<file path="src/hdl/core_settings.svh">
// Global width and reset settings for the multicycle RV32I core.
// Data path width, register index width and the reset PC.

`ifndef CORE_SETTINGS_SVH
`define CORE_SETTINGS_SVH

// Width of data and addresses.
`define CORE_XLEN 32

// Width of a register index.
`define CORE_REG_ADDR_W 5

// First fetch address.
`define CORE_RESET_PC 32'h0000_0000

`endif

</file>
<file path="src/hdl/core_pkg.sv">
// Shared types for the multicycle core.
// Opcode and ALU-operation enums, mux selects, the control word,
// the ALU flags and the memory request.

`include "core_settings.svh"

package core_pkg;

    // Major opcodes of the supported instructions.
    typedef enum logic [6:0] {
        OP_OP     = 7'b0110011,
        OP_OP_IMM = 7'b0010011,
        OP_LUI    = 7'b0110111,
        OP_LOAD   = 7'b0000011,
        OP_STORE  = 7'b0100011,
        OP_BRANCH = 7'b1100011,
        OP_JAL    = 7'b1101111
    } opcode_e;

    typedef enum logic [3:0] {
        ALU_ADD    = 4'd0,
        ALU_SUB    = 4'd1,
        ALU_AND    = 4'd2,
        ALU_OR     = 4'd3,
        ALU_XOR    = 4'd4,
        ALU_SLT    = 4'd5,
        ALU_SLTU   = 4'd6,
        ALU_PASS_B = 4'd7
    } alu_op_e;

    typedef enum logic [1:0] {SRC1_PC, SRC1_OLD_PC, SRC1_REG_A} src1_sel_e;
    typedef enum logic [1:0] {SRC2_REG_B, SRC2_IMM, SRC2_FOUR} src2_sel_e;
    typedef enum logic [1:0] {RES_ALU_REG, RES_MEM_DATA, RES_ALU_LIVE} res_sel_e;
    typedef enum logic [2:0] {IMM_I, IMM_S, IMM_B, IMM_U, IMM_J} imm_sel_e;

    // Control word from the FSM to the datapath.
    typedef struct packed {
        alu_op_e   alu_op;
        src1_sel_e src1_sel;
        src2_sel_e src2_sel;
        res_sel_e  res_sel;
        imm_sel_e  imm_sel;
        logic      reg_we;
        logic      pc_we;
        logic      instr_we;
        logic      addr_we;
    } ctrl_t;

    // Comparison flags of src_1 minus src_2.
    typedef struct packed {
        logic zero;
        logic slt;
        logic sltu;
    } alu_flags_t;

    // Held stable for the whole access.
    typedef struct packed {
        logic [`CORE_XLEN-1:0] addr;
        logic [`CORE_XLEN-1:0] wdata;
    } mem_req_t;

endpackage

</file>
<file path="src/hdl/alu.sv">
// Combinational ALU.
// Result of the selected operation plus zero, signed-less and
// unsigned-less flags of src_1 minus src_2.

`timescale 1ns/100ps
`include "core_settings.svh"

module alu (
    input  core_pkg::alu_op_e     i_op,
    input  logic [`CORE_XLEN-1:0] i_src_1,
    input  logic [`CORE_XLEN-1:0] i_src_2,
    output logic [`CORE_XLEN-1:0] o_result,
    output core_pkg::alu_flags_t  o_flags
);

    // Extra top bit holds the borrow.
    logic [`CORE_XLEN:0] s_diff;

    assign s_diff = {1'b0, i_src_1} - {1'b0, i_src_2};

    assign o_flags.zero = (s_diff[`CORE_XLEN-1:0] == '0);
    assign o_flags.sltu = s_diff[`CORE_XLEN];
    assign o_flags.slt  = ($signed(i_src_1) < $signed(i_src_2));

    always_comb begin
        case (i_op)
            core_pkg::ALU_ADD:    o_result = i_src_1 + i_src_2;
            core_pkg::ALU_SUB:    o_result = s_diff[`CORE_XLEN-1:0];
            core_pkg::ALU_AND:    o_result = i_src_1 & i_src_2;
            core_pkg::ALU_OR:     o_result = i_src_1 | i_src_2;
            core_pkg::ALU_XOR:    o_result = i_src_1 ^ i_src_2;
            core_pkg::ALU_SLT:    o_result = `CORE_XLEN'(o_flags.slt);
            core_pkg::ALU_SLTU:   o_result = `CORE_XLEN'(o_flags.sltu);
            core_pkg::ALU_PASS_B: o_result = i_src_2;
            default:              o_result = '0;
        endcase
    end

endmodule

</file>
<file path="src/hdl/extend_imm.sv">
// Immediate extender.
// Builds the I, S, B, U and J immediates and sign-extends them.

`timescale 1ns/100ps
`include "core_settings.svh"

module extend_imm (
    input  core_pkg::imm_sel_e    i_sel,
    input  logic [31:0]           i_instr,
    output logic [`CORE_XLEN-1:0] o_imm
);

    logic [31:0] s_imm;

    always_comb begin
        case (i_sel)
            core_pkg::IMM_S: s_imm = {{20{i_instr[31]}}, i_instr[31:25], i_instr[11:7]};
            core_pkg::IMM_B: s_imm = {{19{i_instr[31]}}, i_instr[31], i_instr[7],
                                      i_instr[30:25], i_instr[11:8], 1'b0};
            core_pkg::IMM_U: s_imm = {i_instr[31:12], 12'b0};
            core_pkg::IMM_J: s_imm = {{11{i_instr[31]}}, i_instr[31], i_instr[19:12],
                                      i_instr[20], i_instr[30:21], 1'b0};
            default:         s_imm = {{20{i_instr[31]}}, i_instr[31:20]};
        endcase
    end

    // Sign extension to the data path width.
    assign o_imm = `CORE_XLEN'($signed(s_imm));

endmodule

</file>
<file path="src/hdl/register_file.sv">
// Architectural register file.
// Two combinational read ports, one write port, x0 hard-wired to zero.

`timescale 1ns/100ps
`include "core_settings.svh"

module register_file (
    input  logic                        clk,
    input  logic                        i_rst_n,
    input  logic                        i_we,
    input  logic [`CORE_REG_ADDR_W-1:0] i_addr_1,
    input  logic [`CORE_REG_ADDR_W-1:0] i_addr_2,
    input  logic [`CORE_REG_ADDR_W-1:0] i_addr_3,
    input  logic [`CORE_XLEN-1:0]       i_write_data,
    output logic [`CORE_XLEN-1:0]       o_read_data_1,
    output logic [`CORE_XLEN-1:0]       o_read_data_2
);

    logic [`CORE_XLEN-1:0] s_regs [2**`CORE_REG_ADDR_W];

    always_ff @(posedge clk or negedge i_rst_n) begin
        if (!i_rst_n) begin
            for (int i = 0; i < 2**`CORE_REG_ADDR_W; i++) begin
                s_regs[i] <= '0;
            end
        end else if (i_we && (i_addr_3 != '0)) begin
            s_regs[i_addr_3] <= i_write_data;
        end
    end

    // Reads of x0 return zero.
    assign o_read_data_1 = (i_addr_1 == '0) ? '0 : s_regs[i_addr_1];
    assign o_read_data_2 = (i_addr_2 == '0) ? '0 : s_regs[i_addr_2];

endmodule

</file>
<file path="src/hdl/datapath_regs.sv">
// Non-architectural registers of the multicycle datapath.
// Instruction, PC, old PC, operands, ALU result, address and memory data,
// with the ALU source and result multiplexers.

`timescale 1ns/100ps
`include "core_settings.svh"

module datapath_regs (
    input  logic                  clk,
    input  logic                  i_rst_n,
    input  core_pkg::ctrl_t       i_ctrl,
    input  logic [`CORE_XLEN-1:0] i_read_data,
    input  logic [`CORE_XLEN-1:0] i_rf_data_a,
    input  logic [`CORE_XLEN-1:0] i_rf_data_b,
    input  logic [`CORE_XLEN-1:0] i_imm,
    input  logic [`CORE_XLEN-1:0] i_alu_result,
    output logic [31:0]           o_instr,
    output logic [`CORE_XLEN-1:0] o_src1,
    output logic [`CORE_XLEN-1:0] o_src2,
    output logic [`CORE_XLEN-1:0] o_result,
    output core_pkg::mem_req_t    o_req
);

    logic [`CORE_XLEN-1:0] s_pc;
    logic [`CORE_XLEN-1:0] s_old_pc;
    logic [`CORE_XLEN-1:0] s_addr;
    logic [`CORE_XLEN-1:0] s_opnd_a;
    logic [`CORE_XLEN-1:0] s_opnd_b;
    logic [`CORE_XLEN-1:0] s_alu_q;
    logic [`CORE_XLEN-1:0] s_mem_data;

    // ------------------------------
    // Enabled registers.
    // ------------------------------
    always_ff @(posedge clk or negedge i_rst_n) begin
        if (!i_rst_n) begin
            o_instr <= '0;
            s_pc    <= `CORE_RESET_PC;
            s_addr  <= `CORE_RESET_PC;
        end else begin
            if (i_ctrl.instr_we) begin
                o_instr <= i_read_data[31:0];
            end
            if (i_ctrl.pc_we) begin
                s_pc <= o_result;
            end
            if (i_ctrl.addr_we) begin
                s_addr <= o_result;
            end
        end
    end

    // Payload registers that mostly load every cycle.
    always_ff @(posedge clk or negedge i_rst_n) begin
        if (!i_rst_n) begin
            s_old_pc   <= `CORE_RESET_PC;
            s_opnd_a   <= '0;
            s_opnd_b   <= '0;
            s_alu_q    <= '0;
            s_mem_data <= '0;
        end else begin
            if (i_ctrl.instr_we) begin
                s_old_pc <= s_pc;
            end
            s_opnd_a   <= i_rf_data_a;
            s_opnd_b   <= i_rf_data_b;
            s_alu_q    <= i_alu_result;
            s_mem_data <= i_read_data;
        end
    end

    // ------------------------------
    // Multiplexers.
    // ------------------------------
    always_comb begin
        case (i_ctrl.src1_sel)
            core_pkg::SRC1_OLD_PC: o_src1 = s_old_pc;
            core_pkg::SRC1_REG_A:  o_src1 = s_opnd_a;
            default:               o_src1 = s_pc;
        endcase
    end

    always_comb begin
        case (i_ctrl.src2_sel)
            core_pkg::SRC2_IMM:  o_src2 = i_imm;
            core_pkg::SRC2_FOUR: o_src2 = `CORE_XLEN'(4);
            default:             o_src2 = s_opnd_b;
        endcase
    end

    // Result bus feeds PC, register file and address register.
    always_comb begin
        case (i_ctrl.res_sel)
            core_pkg::RES_MEM_DATA: o_result = s_mem_data;
            core_pkg::RES_ALU_LIVE: o_result = i_alu_result;
            default:                o_result = s_alu_q;
        endcase
    end

    assign o_req.addr  = s_addr;
    assign o_req.wdata = s_opnd_b;

    // Instruction load only together with the fetch-completion PC update.
    a_instr_hold: assert property (@(posedge clk) disable iff (!i_rst_n)
        i_ctrl.instr_we |-> (i_ctrl.pc_we && i_ctrl.addr_we &&
                             i_ctrl.src1_sel == core_pkg::SRC1_PC &&
                             i_ctrl.res_sel == core_pkg::RES_ALU_LIVE))
        else $error("Instruction register written outside FETCH_WAIT.");

endmodule

</file>
<file path="src/hdl/control_unit.sv">
// Multicycle control FSM.
// Decodes opcode, funct3 and funct7[5] into the control word and
// sequences the fetch and data memory strobes.

`timescale 1ns/100ps

module control_unit (
    input  logic                 clk,
    input  logic                 i_rst_n,
    input  logic [31:0]          i_instr,
    input  core_pkg::alu_flags_t i_flags,
    input  logic                 i_read_last,
    input  logic                 i_b_resp,
    output core_pkg::ctrl_t      o_ctrl,
    output logic                 o_start_read,
    output logic                 o_start_write,
    output logic                 o_access
);

    typedef enum logic [2:0] {
        S_IDLE,
        S_FETCH,
        S_FETCH_WAIT,
        S_DECODE,
        S_EXECUTE,
        S_MEM,
        S_MEM_WAIT,
        S_WRITEBACK
    } state_e;

    state_e              s_state;
    state_e              s_state_next;
    core_pkg::opcode_e   s_opcode;
    logic [2:0]          s_funct3;
    logic                s_funct7_5;
    logic                s_is_load;
    logic                s_mem_done;
    logic                s_taken;
    core_pkg::alu_op_e   s_arith_op;
    core_pkg::imm_sel_e  s_imm_sel;

    assign s_opcode   = core_pkg::opcode_e'(i_instr[6:0]);
    assign s_funct3   = i_instr[14:12];
    assign s_funct7_5 = i_instr[30];
    assign s_is_load  = (s_opcode == core_pkg::OP_LOAD);
    assign s_mem_done = s_is_load ? i_read_last : i_b_resp;

    // ------------------------------
    // Field decode.
    // ------------------------------
    always_comb begin
        case (s_funct3)
            3'b000:  s_arith_op = (s_opcode == core_pkg::OP_OP && s_funct7_5) ?
                                  core_pkg::ALU_SUB : core_pkg::ALU_ADD;
            3'b010:  s_arith_op = core_pkg::ALU_SLT;
            3'b011:  s_arith_op = core_pkg::ALU_SLTU;
            3'b100:  s_arith_op = core_pkg::ALU_XOR;
            3'b110:  s_arith_op = core_pkg::ALU_OR;
            3'b111:  s_arith_op = core_pkg::ALU_AND;
            default: s_arith_op = core_pkg::ALU_ADD;
        endcase
    end

    always_comb begin
        case (s_opcode)
            core_pkg::OP_STORE:  s_imm_sel = core_pkg::IMM_S;
            core_pkg::OP_BRANCH: s_imm_sel = core_pkg::IMM_B;
            core_pkg::OP_LUI:    s_imm_sel = core_pkg::IMM_U;
            core_pkg::OP_JAL:    s_imm_sel = core_pkg::IMM_J;
            default:             s_imm_sel = core_pkg::IMM_I;
        endcase
    end

    // Branch condition from the flags of rs1 minus rs2.
    always_comb begin
        case (s_funct3)
            3'b000:  s_taken = i_flags.zero;
            3'b001:  s_taken = !i_flags.zero;
            3'b100:  s_taken = i_flags.slt;
            3'b101:  s_taken = !i_flags.slt;
            3'b110:  s_taken = i_flags.sltu;
            3'b111:  s_taken = !i_flags.sltu;
            default: s_taken = 1'b0;
        endcase
    end

    // ------------------------------
    // State register.
    // ------------------------------
    always_ff @(posedge clk or negedge i_rst_n) begin
        if (!i_rst_n) begin
            s_state <= S_IDLE;
        end else begin
            s_state <= s_state_next;
        end
    end

    // ------------------------------
    // Next state and control word.
    // ------------------------------
    always_comb begin
        s_state_next     = s_state;
        o_ctrl.alu_op    = core_pkg::ALU_ADD;
        o_ctrl.src1_sel  = core_pkg::SRC1_PC;
        o_ctrl.src2_sel  = core_pkg::SRC2_FOUR;
        o_ctrl.res_sel   = core_pkg::RES_ALU_REG;
        o_ctrl.imm_sel   = s_imm_sel;
        o_ctrl.reg_we    = 1'b0;
        o_ctrl.pc_we     = 1'b0;
        o_ctrl.instr_we  = 1'b0;
        o_ctrl.addr_we   = 1'b0;

        case (s_state)
            S_IDLE:  s_state_next = S_FETCH;
            S_FETCH: s_state_next = S_FETCH_WAIT;
            S_FETCH_WAIT: begin
                // PC plus four goes to both PC and the address register.
                o_ctrl.res_sel = core_pkg::RES_ALU_LIVE;
                if (i_read_last) begin
                    o_ctrl.instr_we = 1'b1;
                    o_ctrl.pc_we    = 1'b1;
                    o_ctrl.addr_we  = 1'b1;
                    s_state_next    = S_DECODE;
                end
            end
            S_DECODE: begin
                // Branch or jump target from the old PC.
                o_ctrl.src1_sel = core_pkg::SRC1_OLD_PC;
                o_ctrl.src2_sel = core_pkg::SRC2_IMM;
                s_state_next    = S_EXECUTE;
            end
            S_EXECUTE: begin
                s_state_next    = S_FETCH;
                o_ctrl.src1_sel = core_pkg::SRC1_REG_A;
                o_ctrl.src2_sel = core_pkg::SRC2_IMM;
                case (s_opcode)
                    core_pkg::OP_OP: begin
                        o_ctrl.alu_op   = s_arith_op;
                        o_ctrl.src2_sel = core_pkg::SRC2_REG_B;
                        s_state_next    = S_WRITEBACK;
                    end
                    core_pkg::OP_OP_IMM: begin
                        o_ctrl.alu_op = s_arith_op;
                        s_state_next  = S_WRITEBACK;
                    end
                    core_pkg::OP_LUI: begin
                        o_ctrl.alu_op = core_pkg::ALU_PASS_B;
                        s_state_next  = S_WRITEBACK;
                    end
                    core_pkg::OP_LOAD, core_pkg::OP_STORE: begin
                        o_ctrl.res_sel = core_pkg::RES_ALU_LIVE;
                        o_ctrl.addr_we = 1'b1;
                        s_state_next   = S_MEM;
                    end
                    core_pkg::OP_BRANCH: begin
                        o_ctrl.alu_op   = core_pkg::ALU_SUB;
                        o_ctrl.src2_sel = core_pkg::SRC2_REG_B;
                        o_ctrl.pc_we    = s_taken;
                        o_ctrl.addr_we  = s_taken;
                    end
                    core_pkg::OP_JAL: begin
                        // Link value registered here while the target comes from DECODE.
                        o_ctrl.src1_sel = core_pkg::SRC1_OLD_PC;
                        o_ctrl.src2_sel = core_pkg::SRC2_FOUR;
                        o_ctrl.pc_we    = 1'b1;
                        o_ctrl.addr_we  = 1'b1;
                        s_state_next    = S_WRITEBACK;
                    end
                    default: s_state_next = S_FETCH;
                endcase
            end
            S_MEM: s_state_next = S_MEM_WAIT;
            S_MEM_WAIT: begin
                // Restore the fetch address to old PC plus four.
                o_ctrl.src1_sel = core_pkg::SRC1_OLD_PC;
                o_ctrl.res_sel  = core_pkg::RES_ALU_LIVE;
                if (s_mem_done) begin
                    o_ctrl.addr_we = 1'b1;
                    s_state_next   = s_is_load ? S_WRITEBACK : S_FETCH;
                end
            end
            S_WRITEBACK: begin
                o_ctrl.reg_we  = 1'b1;
                o_ctrl.res_sel = s_is_load ? core_pkg::RES_MEM_DATA : core_pkg::RES_ALU_REG;
                s_state_next   = S_FETCH;
            end
            default: s_state_next = S_IDLE;
        endcase
    end

    // ------------------------------
    // Memory port strobes.
    // ------------------------------
    assign o_start_read  = (s_state == S_FETCH) || (s_state == S_MEM && s_is_load);
    assign o_start_write = (s_state == S_MEM) && !s_is_load;
    assign o_access      = (s_state == S_FETCH) || (s_state == S_FETCH_WAIT) ||
                           (s_state == S_MEM)   || (s_state == S_MEM_WAIT);

    // A new access starts only once the previous one has completed.
    a_one_outstanding: assert property (@(posedge clk) disable iff (!i_rst_n)
        (o_start_read || o_start_write) |->
            (!$past(o_access) || $past(i_read_last || i_b_resp)))
        else $error("Strobe raised while an access was still outstanding.");

    // Access ends only after its completion pulse.
    a_access_end: assert property (@(posedge clk) disable iff (!i_rst_n)
        $fell(o_access) |-> $past(i_read_last || i_b_resp))
        else $error("Access dropped without a completion pulse.");

endmodule

</file>
<file path="src/hdl/core_top.sv">
// Top level of the multicycle RV32I core.
// Connects the control FSM, the datapath registers, the register file,
// the ALU and the immediate extender.

`timescale 1ns/100ps
`include "core_settings.svh"

module core_top (
    input  logic                  clk,
    input  logic                  i_rst_n,
    input  logic                  i_read_last,
    input  logic [`CORE_XLEN-1:0] i_read_data,
    input  logic                  i_b_resp,
    output logic                  o_start_read,
    output logic                  o_start_write,
    output logic                  o_access,
    output core_pkg::mem_req_t    o_req
);

    // ------------------------------
    // Internal nets.
    // ------------------------------
    core_pkg::ctrl_t       s_ctrl;
    core_pkg::alu_flags_t  s_flags;
    logic [31:0]           s_instr;
    logic [`CORE_XLEN-1:0] s_rf_data_a;
    logic [`CORE_XLEN-1:0] s_rf_data_b;
    logic [`CORE_XLEN-1:0] s_imm;
    logic [`CORE_XLEN-1:0] s_src1;
    logic [`CORE_XLEN-1:0] s_src2;
    logic [`CORE_XLEN-1:0] s_alu_result;
    logic [`CORE_XLEN-1:0] s_result;

    // ------------------------------
    // Control.
    // ------------------------------
    control_unit CU (
        .clk           ( clk           ),
        .i_rst_n       ( i_rst_n       ),
        .i_instr       ( s_instr       ),
        .i_flags       ( s_flags       ),
        .i_read_last   ( i_read_last   ),
        .i_b_resp      ( i_b_resp      ),
        .o_ctrl        ( s_ctrl        ),
        .o_start_read  ( o_start_read  ),
        .o_start_write ( o_start_write ),
        .o_access      ( o_access      )
    );

    // ------------------------------
    // Datapath.
    // ------------------------------
    datapath_regs DP_REGS (
        .clk          ( clk          ),
        .i_rst_n      ( i_rst_n      ),
        .i_ctrl       ( s_ctrl       ),
        .i_read_data  ( i_read_data  ),
        .i_rf_data_a  ( s_rf_data_a  ),
        .i_rf_data_b  ( s_rf_data_b  ),
        .i_imm        ( s_imm        ),
        .i_alu_result ( s_alu_result ),
        .o_instr      ( s_instr      ),
        .o_src1       ( s_src1       ),
        .o_src2       ( s_src2       ),
        .o_result     ( s_result     ),
        .o_req        ( o_req        )
    );

    // Read ports from rs1 and rs2, write port to rd.
    register_file REG_FILE (
        .clk           ( clk             ),
        .i_rst_n       ( i_rst_n         ),
        .i_we          ( s_ctrl.reg_we   ),
        .i_addr_1      ( s_instr[19:15]  ),
        .i_addr_2      ( s_instr[24:20]  ),
        .i_addr_3      ( s_instr[11:7]   ),
        .i_write_data  ( s_result        ),
        .o_read_data_1 ( s_rf_data_a     ),
        .o_read_data_2 ( s_rf_data_b     )
    );

    alu ALU (
        .i_op     ( s_ctrl.alu_op ),
        .i_src_1  ( s_src1        ),
        .i_src_2  ( s_src2        ),
        .o_result ( s_alu_result  ),
        .o_flags  ( s_flags       )
    );

    extend_imm I_EXT (
        .i_sel   ( s_ctrl.imm_sel ),
        .i_instr ( s_instr        ),
        .o_imm   ( s_imm          )
    );

endmodule

</file>
<file path="config.mk">
export PLATFORM = sky130hd
export DESIGN_NAME = core_top
export DESIGN_NICKNAME = d
export VERILOG_FILES = /design/src/hdl/core_pkg.sv /design/src/hdl/alu.sv /design/src/hdl/extend_imm.sv /design/src/hdl/register_file.sv /design/src/hdl/datapath_regs.sv /design/src/hdl/control_unit.sv /design/src/hdl/core_top.sv
export VERILOG_INCLUDE_DIRS = /design/src /design/src/hdl
export SDC_FILE = /design/constraint.sdc
export NUM_CORES = 2
export LEC_CHECK = 0
export ABC_CLOCK_PERIOD_IN_PS = 12450
export BUFFER_PORTS_ARGS = -buffer_cell sky130_fd_sc_hd__buf_2
export CAP_MARGIN = 20
export CORE_AREA = 3 3 528 530
export DETAILED_ROUTE_END_ITERATION = 12
export DIE_AREA = 0 0 531 533
export GPL_TIMING_DRIVEN = 0
export REMOVE_ABC_BUFFERS = 1
export SKIP_LAST_GASP = 1
export SYNTH_ARGS = -nofsm -noshare
export SYNTH_HDL_FRONTEND = slang
export SYNTH_SLANG_ARGS = --single-unit
</file>
<file path="constraint.sdc">
create_clock -name clk -period 12.45 [get_ports clk]
set_input_delay 3.735 -clock clk [delete_from_list [all_inputs] [get_ports clk]]
set_output_delay 3.735 -clock clk [all_outputs]
set_load 0.05 [all_outputs]
</file>
== Word-level counts from Yosys, hierarchy flattened ==
Index checks and enable logic that the tools add are counted.
Widths: inputs -> output; s select.
Word-level totals
  bits in registers: 1283
  latch bits: 0
  memory bits (writable): 0
  memory bits (read-only): 0
  bits of input ports: 36
  memories: 0
Cells by class
  add/sub/neg operators: 2
  $mul: 0
  div/mod/pow operators: 0
  order comparisons: 5
  equal/unequal tests: 40
  shift operators: 0
  multiplexer cells: 43
  bitwise logic cells: 6
  reductions and logical operators: 29
Operators by type and width (number)
  $bwmux 1024: 1
  $bmux 32 s5: 2
  $pmux 32 s8: 1
  $mux 32: 7
  $pmux 32 s2: 3
  $demux 32 s5: 1
  $pmux 31 s4: 1
  $sub 32x32->33: 1
  $add 32x32->32: 1
  $and 32x32->32: 1
  $logic_not 32->1: 1
  $lt 32x32->1: 1
  $or 32x32->32: 1
  $xor 32x32->32: 1
  $eq 3x3->1 const B: 9
  $pmux 4 s6: 1
  $eq 7x6->1 const B: 3
  $pmux 3 s7: 1
  $eq 3x2->1 const B: 6
  $ge 6x6->1 const B: 3
  $not 5->6: 3
  $eq 4x3->1 const B: 4
  $eq 7x7->1 const B: 2
  $mux 3: 4
  32 further kinds: 66

== Longest topological paths before layout ==
  depth after elaboration: 12
  mapped depth: 28
  depth with buffers taken out: 24

== Cells and area by module ==
Synthesis repeated with hierarchy kept, for this count alone.
Second synthesis, totals
  cells, all modules: 5313
  area, all modules: 71021.9 µm²
Modules (own cells, without submodules)
  register_file: instances 1, cells an instance 3514, area an instance 54019.3 µm², seq. area each 25624.6 µm²
  datapath_regs: instances 1, cells an instance 743, area an instance 10017.1 µm², seq. area each 6406.1 µm²
  alu: instances 1, cells an instance 863, area an instance 5634.2 µm², seq. area each 0.0 µm²
  control_unit: instances 1, cells an instance 103, area an instance 759.5 µm², seq. area each 75.1 µm²
  extend_imm: instances 1, cells an instance 90, area an instance 591.8 µm², seq. area each 0.0 µm²

== Worst setup path before layout ==
OpenSTA, ideal clock, no wires.
  path type: register to register
  start point: reg CU.s_state[2]
  end point: reg DP_REGS.s_addr[6]
  library setup time: 0.134 ns
  arrival time: 5.940 ns
  required time: 12.316 ns
  slack: 6.377 ns
  cell stages (with the launch flop): 27
  buffers on the path: 6
  cells stage by stage: dfrtp_1 > buf_2 > inv_1 > or3_1 > clkbuf_1 > nor2_1 > a31oi_1 > ha_1 > clkbuf_1 > clkbuf_1 > nand2_1 > o21ai_0 > ha_1 > inv_1 > fa_1 > nor2b_2 > o211ai_1 > a311o_1 > nand2_1 > a221oi_2 > nand2_1 > or4_1 > nor4_4 > mux2_2 > buf_4 > buf_6 > mux2i_1
Between the ends
  cells in the longest elaborated chain, start to end: 11
  elaborated cells on any way between the ends: 42
RTL lines
  start: declaration: line control_unit.sv:31  | state_e s_state;
  start signal: assignment: line control_unit.sv:94  | s_state <= s_state_next;
  $eq 3x2->1 or $eq 3x3->1 (tied branches): line control_unit.sv:113  | case (s_state)
  $reduce_or 2->1 (no line)
  $pmux 2 s2: line control_unit.sv:113
  $eq 2x2->1 or $eq 2x1->1 (tied branches): line datapath_regs.sv:76  | case (i_ctrl.src1_sel)
  $pmux 32 s2: line datapath_regs.sv:76
  $sub 32x32->33: line alu.sv:19  | assign s_diff = {1'b0, i_src_1} - {1'b0, i_src_2};
  $logic_not 32->1: line alu.sv:21  | assign o_flags.zero = (s_diff[`CORE_XLEN-1:0] == '0);
  $logic_not 1->1: line control_unit.sv:78  | 3'b001: s_taken = !i_flags.zero;
  $pmux 1 s6: line control_unit.sv:76  | case (s_funct3)
  $pmux 1 s2: line control_unit.sv:136  | case (s_opcode)
  $pmux 1 s3: line control_unit.sv:113
  end signal: assignment: line datapath_regs.sv:39  | s_addr <= `CORE_RESET_PC;
  end signal: assignment: line datapath_regs.sv:48  | s_addr <= o_result;
  end: declaration: line datapath_regs.sv:26  | logic [`CORE_XLEN-1:0] s_addr;
Parallel ways exist; a longest one is shown, timed or not.
A chain may end at the register's enable or synchronous reset.

== Final worst setup path ==
  start point: reg CU.s_state[2]
  end point: reg DP_REGS.s_pc[0]
Between the ends
  cells in the longest elaborated chain, start to end: 11
  elaborated cells on any way between the ends: 42
RTL lines
  $eq 3x2->1 or $eq 3x3->1 (tied branches): line control_unit.sv:113
  $reduce_or 2->1 (no line)
  $pmux 2 s2: line control_unit.sv:113
  $eq 2x2->1 or $eq 2x1->1 (tied branches): line datapath_regs.sv:76
  $pmux 32 s2: line datapath_regs.sv:76
  $sub 32x32->33: line alu.sv:19
  $logic_not 32->1: line alu.sv:21
  $logic_not 1->1: line control_unit.sv:78
  $pmux 1 s6: line control_unit.sv:76
  $pmux 1 s2: line control_unit.sv:136
  $pmux 1 s2: line control_unit.sv:113
  end signal: assignment: line datapath_regs.sv:38  | s_pc <= `CORE_RESET_PC;
  end signal: assignment: line datapath_regs.sv:45  | s_pc <= o_result;
  end: declaration: line datapath_regs.sv:24  | logic [`CORE_XLEN-1:0] s_pc;
Parallel ways exist; a longest one is shown, timed or not.

==> metrics.md <==
| Metric | Value |
|---|---|
| Fraction of layout instances using a drive strength above 1 | `21.72%` |
| Cell count after synthesis | `6,102` |
| Drt first-iter violations | `approximately 6.0k` |
| Hold WS | `between 0.3 and 0.4 ns` |
| Number of detailed-routing iterations run before antenna repair | `6` |
| Post-Synthesis Mean Instance Area | `11.21 sq um` |
| Cell Rows | `approximately 190` |
| Worst Setup Slack, final | `3.533 ns` |
| Post-synth top flop | `sky130_fd_sc_hd__dfrtp_1` |
| Overall die height | `533 um` |
| Largest net degree at the start of global routing | `approximately 170` |
| Pwr/cell area | `227.8 nW/um^2` |
| Vias | `50.55k` |
| Headroom to the max-slew limit | `24.76%` |
| Overflow left after global routing | `0` |
| Result of the run | `completed` |
| Setup repair bufs after CTS | `0` |
| Library cells used by synthesis | `93` |
| Setup slack at placement | `between 3 and 4 ns` |
| Number of hold buffers added after cts | `0` |
| Synth Cell Area | `68,390 sq um` |
| Final Util | `between 20% and 30%` |
| Max Fclk | `112.2 MHz` |
| Leakage power of the design | `33.24 nW` |
| Die width | `531 um` |
| Slew at the pin with the worst max-slew slack | `1.115 ns` |
| Post-synthesis sequential area ratio | `a little under half` |
| RSZ-0062 raised after global routing | `false` |
| Share of async-settable or async-resettable flops after synthesis | `100.0%` |
| Max Transition Viols Final | `0` |
| Post-detailed-routing wire length | `approximately 240,000 um` |
| Portion of synthesized cell area occupied by the leading cell type | `46.94%` |
| Reported max-cap violation count | `0` |
| Die Outline Area | `283,000 sq um` |
| Starting Density | `between 20% and 30%` |
| Cell at the root of the clock tree | `sky130_fd_sc_hd__clkbuf_16` |
| Data arrival time at the worst-slack endpoint | `9.59 ns` |
| Post-layout total power | `18.08 mW` |
| Period utilisation layout | `71.62%` |
| Maximum clock insertion buffer count | `3` |
| Area overhead of the layout relative to synthesis | `16.06%` |
| Dpl cells | `between 9k and 10k` |
| Number of nets with antenna violations after detailed routing | `0` |
| Number of sinks handled by clock tree synthesis | `1,283` |
| Clock-pin slew on the worst setup and hold paths | `0.06 ns` |
| Share of total power consumed by net switching | `43.03%` |
| DRC violation count after routing | `0` |
| Flop2flop setup slack | `about 3.5 ns` |
| Core Footprint | `273,900 sq um` |
| Required @ worst endpoint | `13.13 ns` |
| CP Class | `register to register` |
| Largest cells by area after synthesis | `sky130_fd_sc_hd__dfrtp_1 (47%), sky130_fd_sc_hd__mux4_2 (21%), sky130_fd_sc_hd__o21ai_0 (7.8%)` |
| First-pass GRT wire length | `356,000 um` |
| Path category of the worst min-delay check | `register to register` |
| TritonCTS clock tree | `built` |
| All-Layer GR Usage | `16.83%` |
| Final period demand of the worst path | `between 8 and 9 ns` |
| Mean number of vias per cell | `around 5.3` |
| Antenna violations before repair | `17` |
| Largest fanout on the critical path | `17` |
| Worst-skew pair later-pin latency | `0.80 ns` |
| IO Port Bufs | `just over 100` |
| Combinational fraction of design power | `45.7%` |
| Launching element type of the critical path | `register` |
| Num ports | `around 100` |
| Net switching component of the power | `7.781 mW` |
| Warnings, synthesis | `0` |
| Final hold violations | `0` |
| Layout Cells excl Fill | `between 9k and 10k` |
| Global placer's final weighted congestion | `0.9384` |
| Post-synthesis register bit count | `about 1.3k` |
| Gates resized, CTS repair | `0` |
| Num CTS Buffers | `142` |
| Maximum level of the CTS H-tree | `4` |
| Via count of the first global-routing pass | `51.21k` |
| Number of enable flip-flop cells after synthesis | `0` |
| Cell taking the most area after synthesis | `sky130_fd_sc_hd__dfrtp_1` |
| Internal portion of total power | `10.30 mW` |
| Clock power frac | `about a quarter` |
| Final setup viols | `0` |
| Clk_skew | `between 0.04 and 0.05 ns` |
| Half-perimeter wire length after detailed placement | `between 150,000 and 200,000 um` |
| Kind of end point of the critical path | `register` |
| # nets final | `between 6k and 7k` |
| IR drop worst, VDD | `around 0.15 mV` |
| Drt wl/cell | `25.19 um` |
| Sequential share of power | `30.2%` |
synth_stat cells, drive strengths merged, types with 21 or more instances:
cell	instances
a21o	29
a21oi	117
a22oi	49
buf	92
clkbuf	499
dfrtp	1283
ha	102
inv	169
mux2	98
mux2i	129
mux4	640
nand2	1154
nand3	25
nor2	177
nor2b	21
nor3	36
nor4	21
o21ai	1103
o221ai	26
xnor2	24
power groups by stage:
stage          sequential, mW  combinational (mW)  clock (mW)
6_report                 5.47                8.26        4.36
2_1_floorplan            6.03                4.64           0
3_3_place_gp             6.56                7.03           0
4_1_cts                  5.47                8.18        4.42
3_5_place_dp             5.54                8.14           0
5_1_grt                  5.55                8.78        4.60
registers in the layout, summed over array words and instances, names as in the netlist:
register            cells
DP_REGS.s_old_pc       32
DP_REGS.o_instr        32
REG_FILE.s_regs      1024
DP_REGS.s_pc           32
DP_REGS.s_opnd_b       32
DP_REGS.s_mem_data     32
DP_REGS.s_addr         32
DP_REGS.s_opnd_a       32
CU.s_state              3
DP_REGS.s_alu_q        32
placed cells by master, fill, tap and decap left out, types with 18 or more instances in the layout:
master / n
sky130_fd_sc_hd__clkbuf_1: 43
sky130_fd_sc_hd__clkbuf_16: 146
sky130_fd_sc_hd__a221o_1: 20
sky130_fd_sc_hd__buf_8: 28
sky130_fd_sc_hd__a21oi_1: 102
sky130_fd_sc_hd__buf_2: 102
sky130_fd_sc_hd__mux4_2: 640
sky130_fd_sc_hd__clkbuf_8: 31
sky130_fd_sc_hd__nor2_1: 172
sky130_fd_sc_hd__buf_16: 74
sky130_fd_sc_hd__nand2_1: 1123
sky130_fd_sc_hd__mux2_2: 95
sky130_fd_sc_hd__mux2i_1: 129
sky130_fd_sc_hd__o221ai_1: 26
sky130_fd_sc_hd__inv_1: 167
sky130_fd_sc_hd__a21o_1: 29
sky130_fd_sc_hd__o21ai_1: 29
sky130_fd_sc_hd__ha_1: 98
sky130_fd_sc_hd__nand2_4: 31
sky130_fd_sc_hd__xnor2_1: 24
sky130_fd_sc_hd__nand3_1: 25
sky130_fd_sc_hd__dfrtp_1: 1273
sky130_fd_sc_hd__o21ai_0: 1055
sky130_fd_sc_hd__a22oi_1: 49
sky130_fd_sc_hd__nor2b_1: 18
sky130_fd_sc_hd__nor3_1: 29
worst paths after layout:
path,startpoint,to,cells after the start
hold / removal,REG_FILE.s_regs[1016],REG_FILE.s_regs[1016],0
setup reg to reg,CU.s_state[2],DP_REGS.s_pc[0],21
setup / recovery,CU.s_state[2],DP_REGS.s_pc[0],21
max in group asynchronous,i_rst_n,REG_FILE.s_regs[930],5
hold reg to reg,REG_FILE.s_regs[1016],REG_FILE.s_regs[1016],0
min in group asynchronous,i_rst_n,REG_FILE.s_regs[568],1
through the flow:
stage	cell area (sq um)	TNS, ns
2_1_floorplan	66070	-1161.91
3_5_place_dp	74510	0
5_1_grt	79360	0
6_report	79370	0
3_3_place_gp	71080	-
4_1_cts	79330	0
worst max-delay path, cell delays in order, from the launching register on:
cell                        delay, ns
sky130_fd_sc_hd__dfrtp_1         0.53
sky130_fd_sc_hd__inv_1           0.20
sky130_fd_sc_hd__or3_1           0.51
sky130_fd_sc_hd__nor2_1          0.30
sky130_fd_sc_hd__a31oi_1         0.18
sky130_fd_sc_hd__ha_2            0.60
sky130_fd_sc_hd__nand2b_1        0.55
sky130_fd_sc_hd__a31oi_2         0.18
sky130_fd_sc_hd__buf_8           0.21
sky130_fd_sc_hd__a22oi_1         0.36
sky130_fd_sc_hd__inv_1           0.09
sky130_fd_sc_hd__ha_1            0.55
sky130_fd_sc_hd__nor4_2          0.73
sky130_fd_sc_hd__o311ai_0        0.47
sky130_fd_sc_hd__nor4_1          0.44
sky130_fd_sc_hd__o2111ai_1       0.26
sky130_fd_sc_hd__or4_1           0.51
sky130_fd_sc_hd__nor4_4          0.48
sky130_fd_sc_hd__nor4_1          0.24
sky130_fd_sc_hd__nor2_4          0.75
sky130_fd_sc_hd__buf_12          0.28
sky130_fd_sc_hd__mux2_1          0.33
per-layer routing:
layer  global-route usage [%]  vias to the layer above  part of all wire (%)
li1                         -                    21724                     -
met1                    22.08                    26060                    40
met2                    26.68                     2246                    47
met3                    3.390                      522                   8.1
met4                    7.814                        0                   5.0
met5                        0                        -                     0
area by class of cell:
class	instances	area, sq um
antenna	8	20.02
clock buffer	220	4242
clock inverter	37	583.1
fill	27730	194500
inverter	170	638.1
multi-input combinational	4058	33860
sequential	1283	32140
tap	3589	4491
timing repair buffer	232	3392
logic make-up after synthesis:
family / Yosys count / share of synthesized area (%)
AOI/OAI and AO/OA: 1522 / 12.57
xor gates and xnor gates: 32 / 0.4098
adders and majority gates: 104 / 1.925
buffers and inverters: 761 / 4.321
DFF: 1283 / 46.94
muxes: 867 / 24.58
and+or+nand+nor: 1533 / 9.257
No activity file was read; power rests on OpenSTA's default activity.
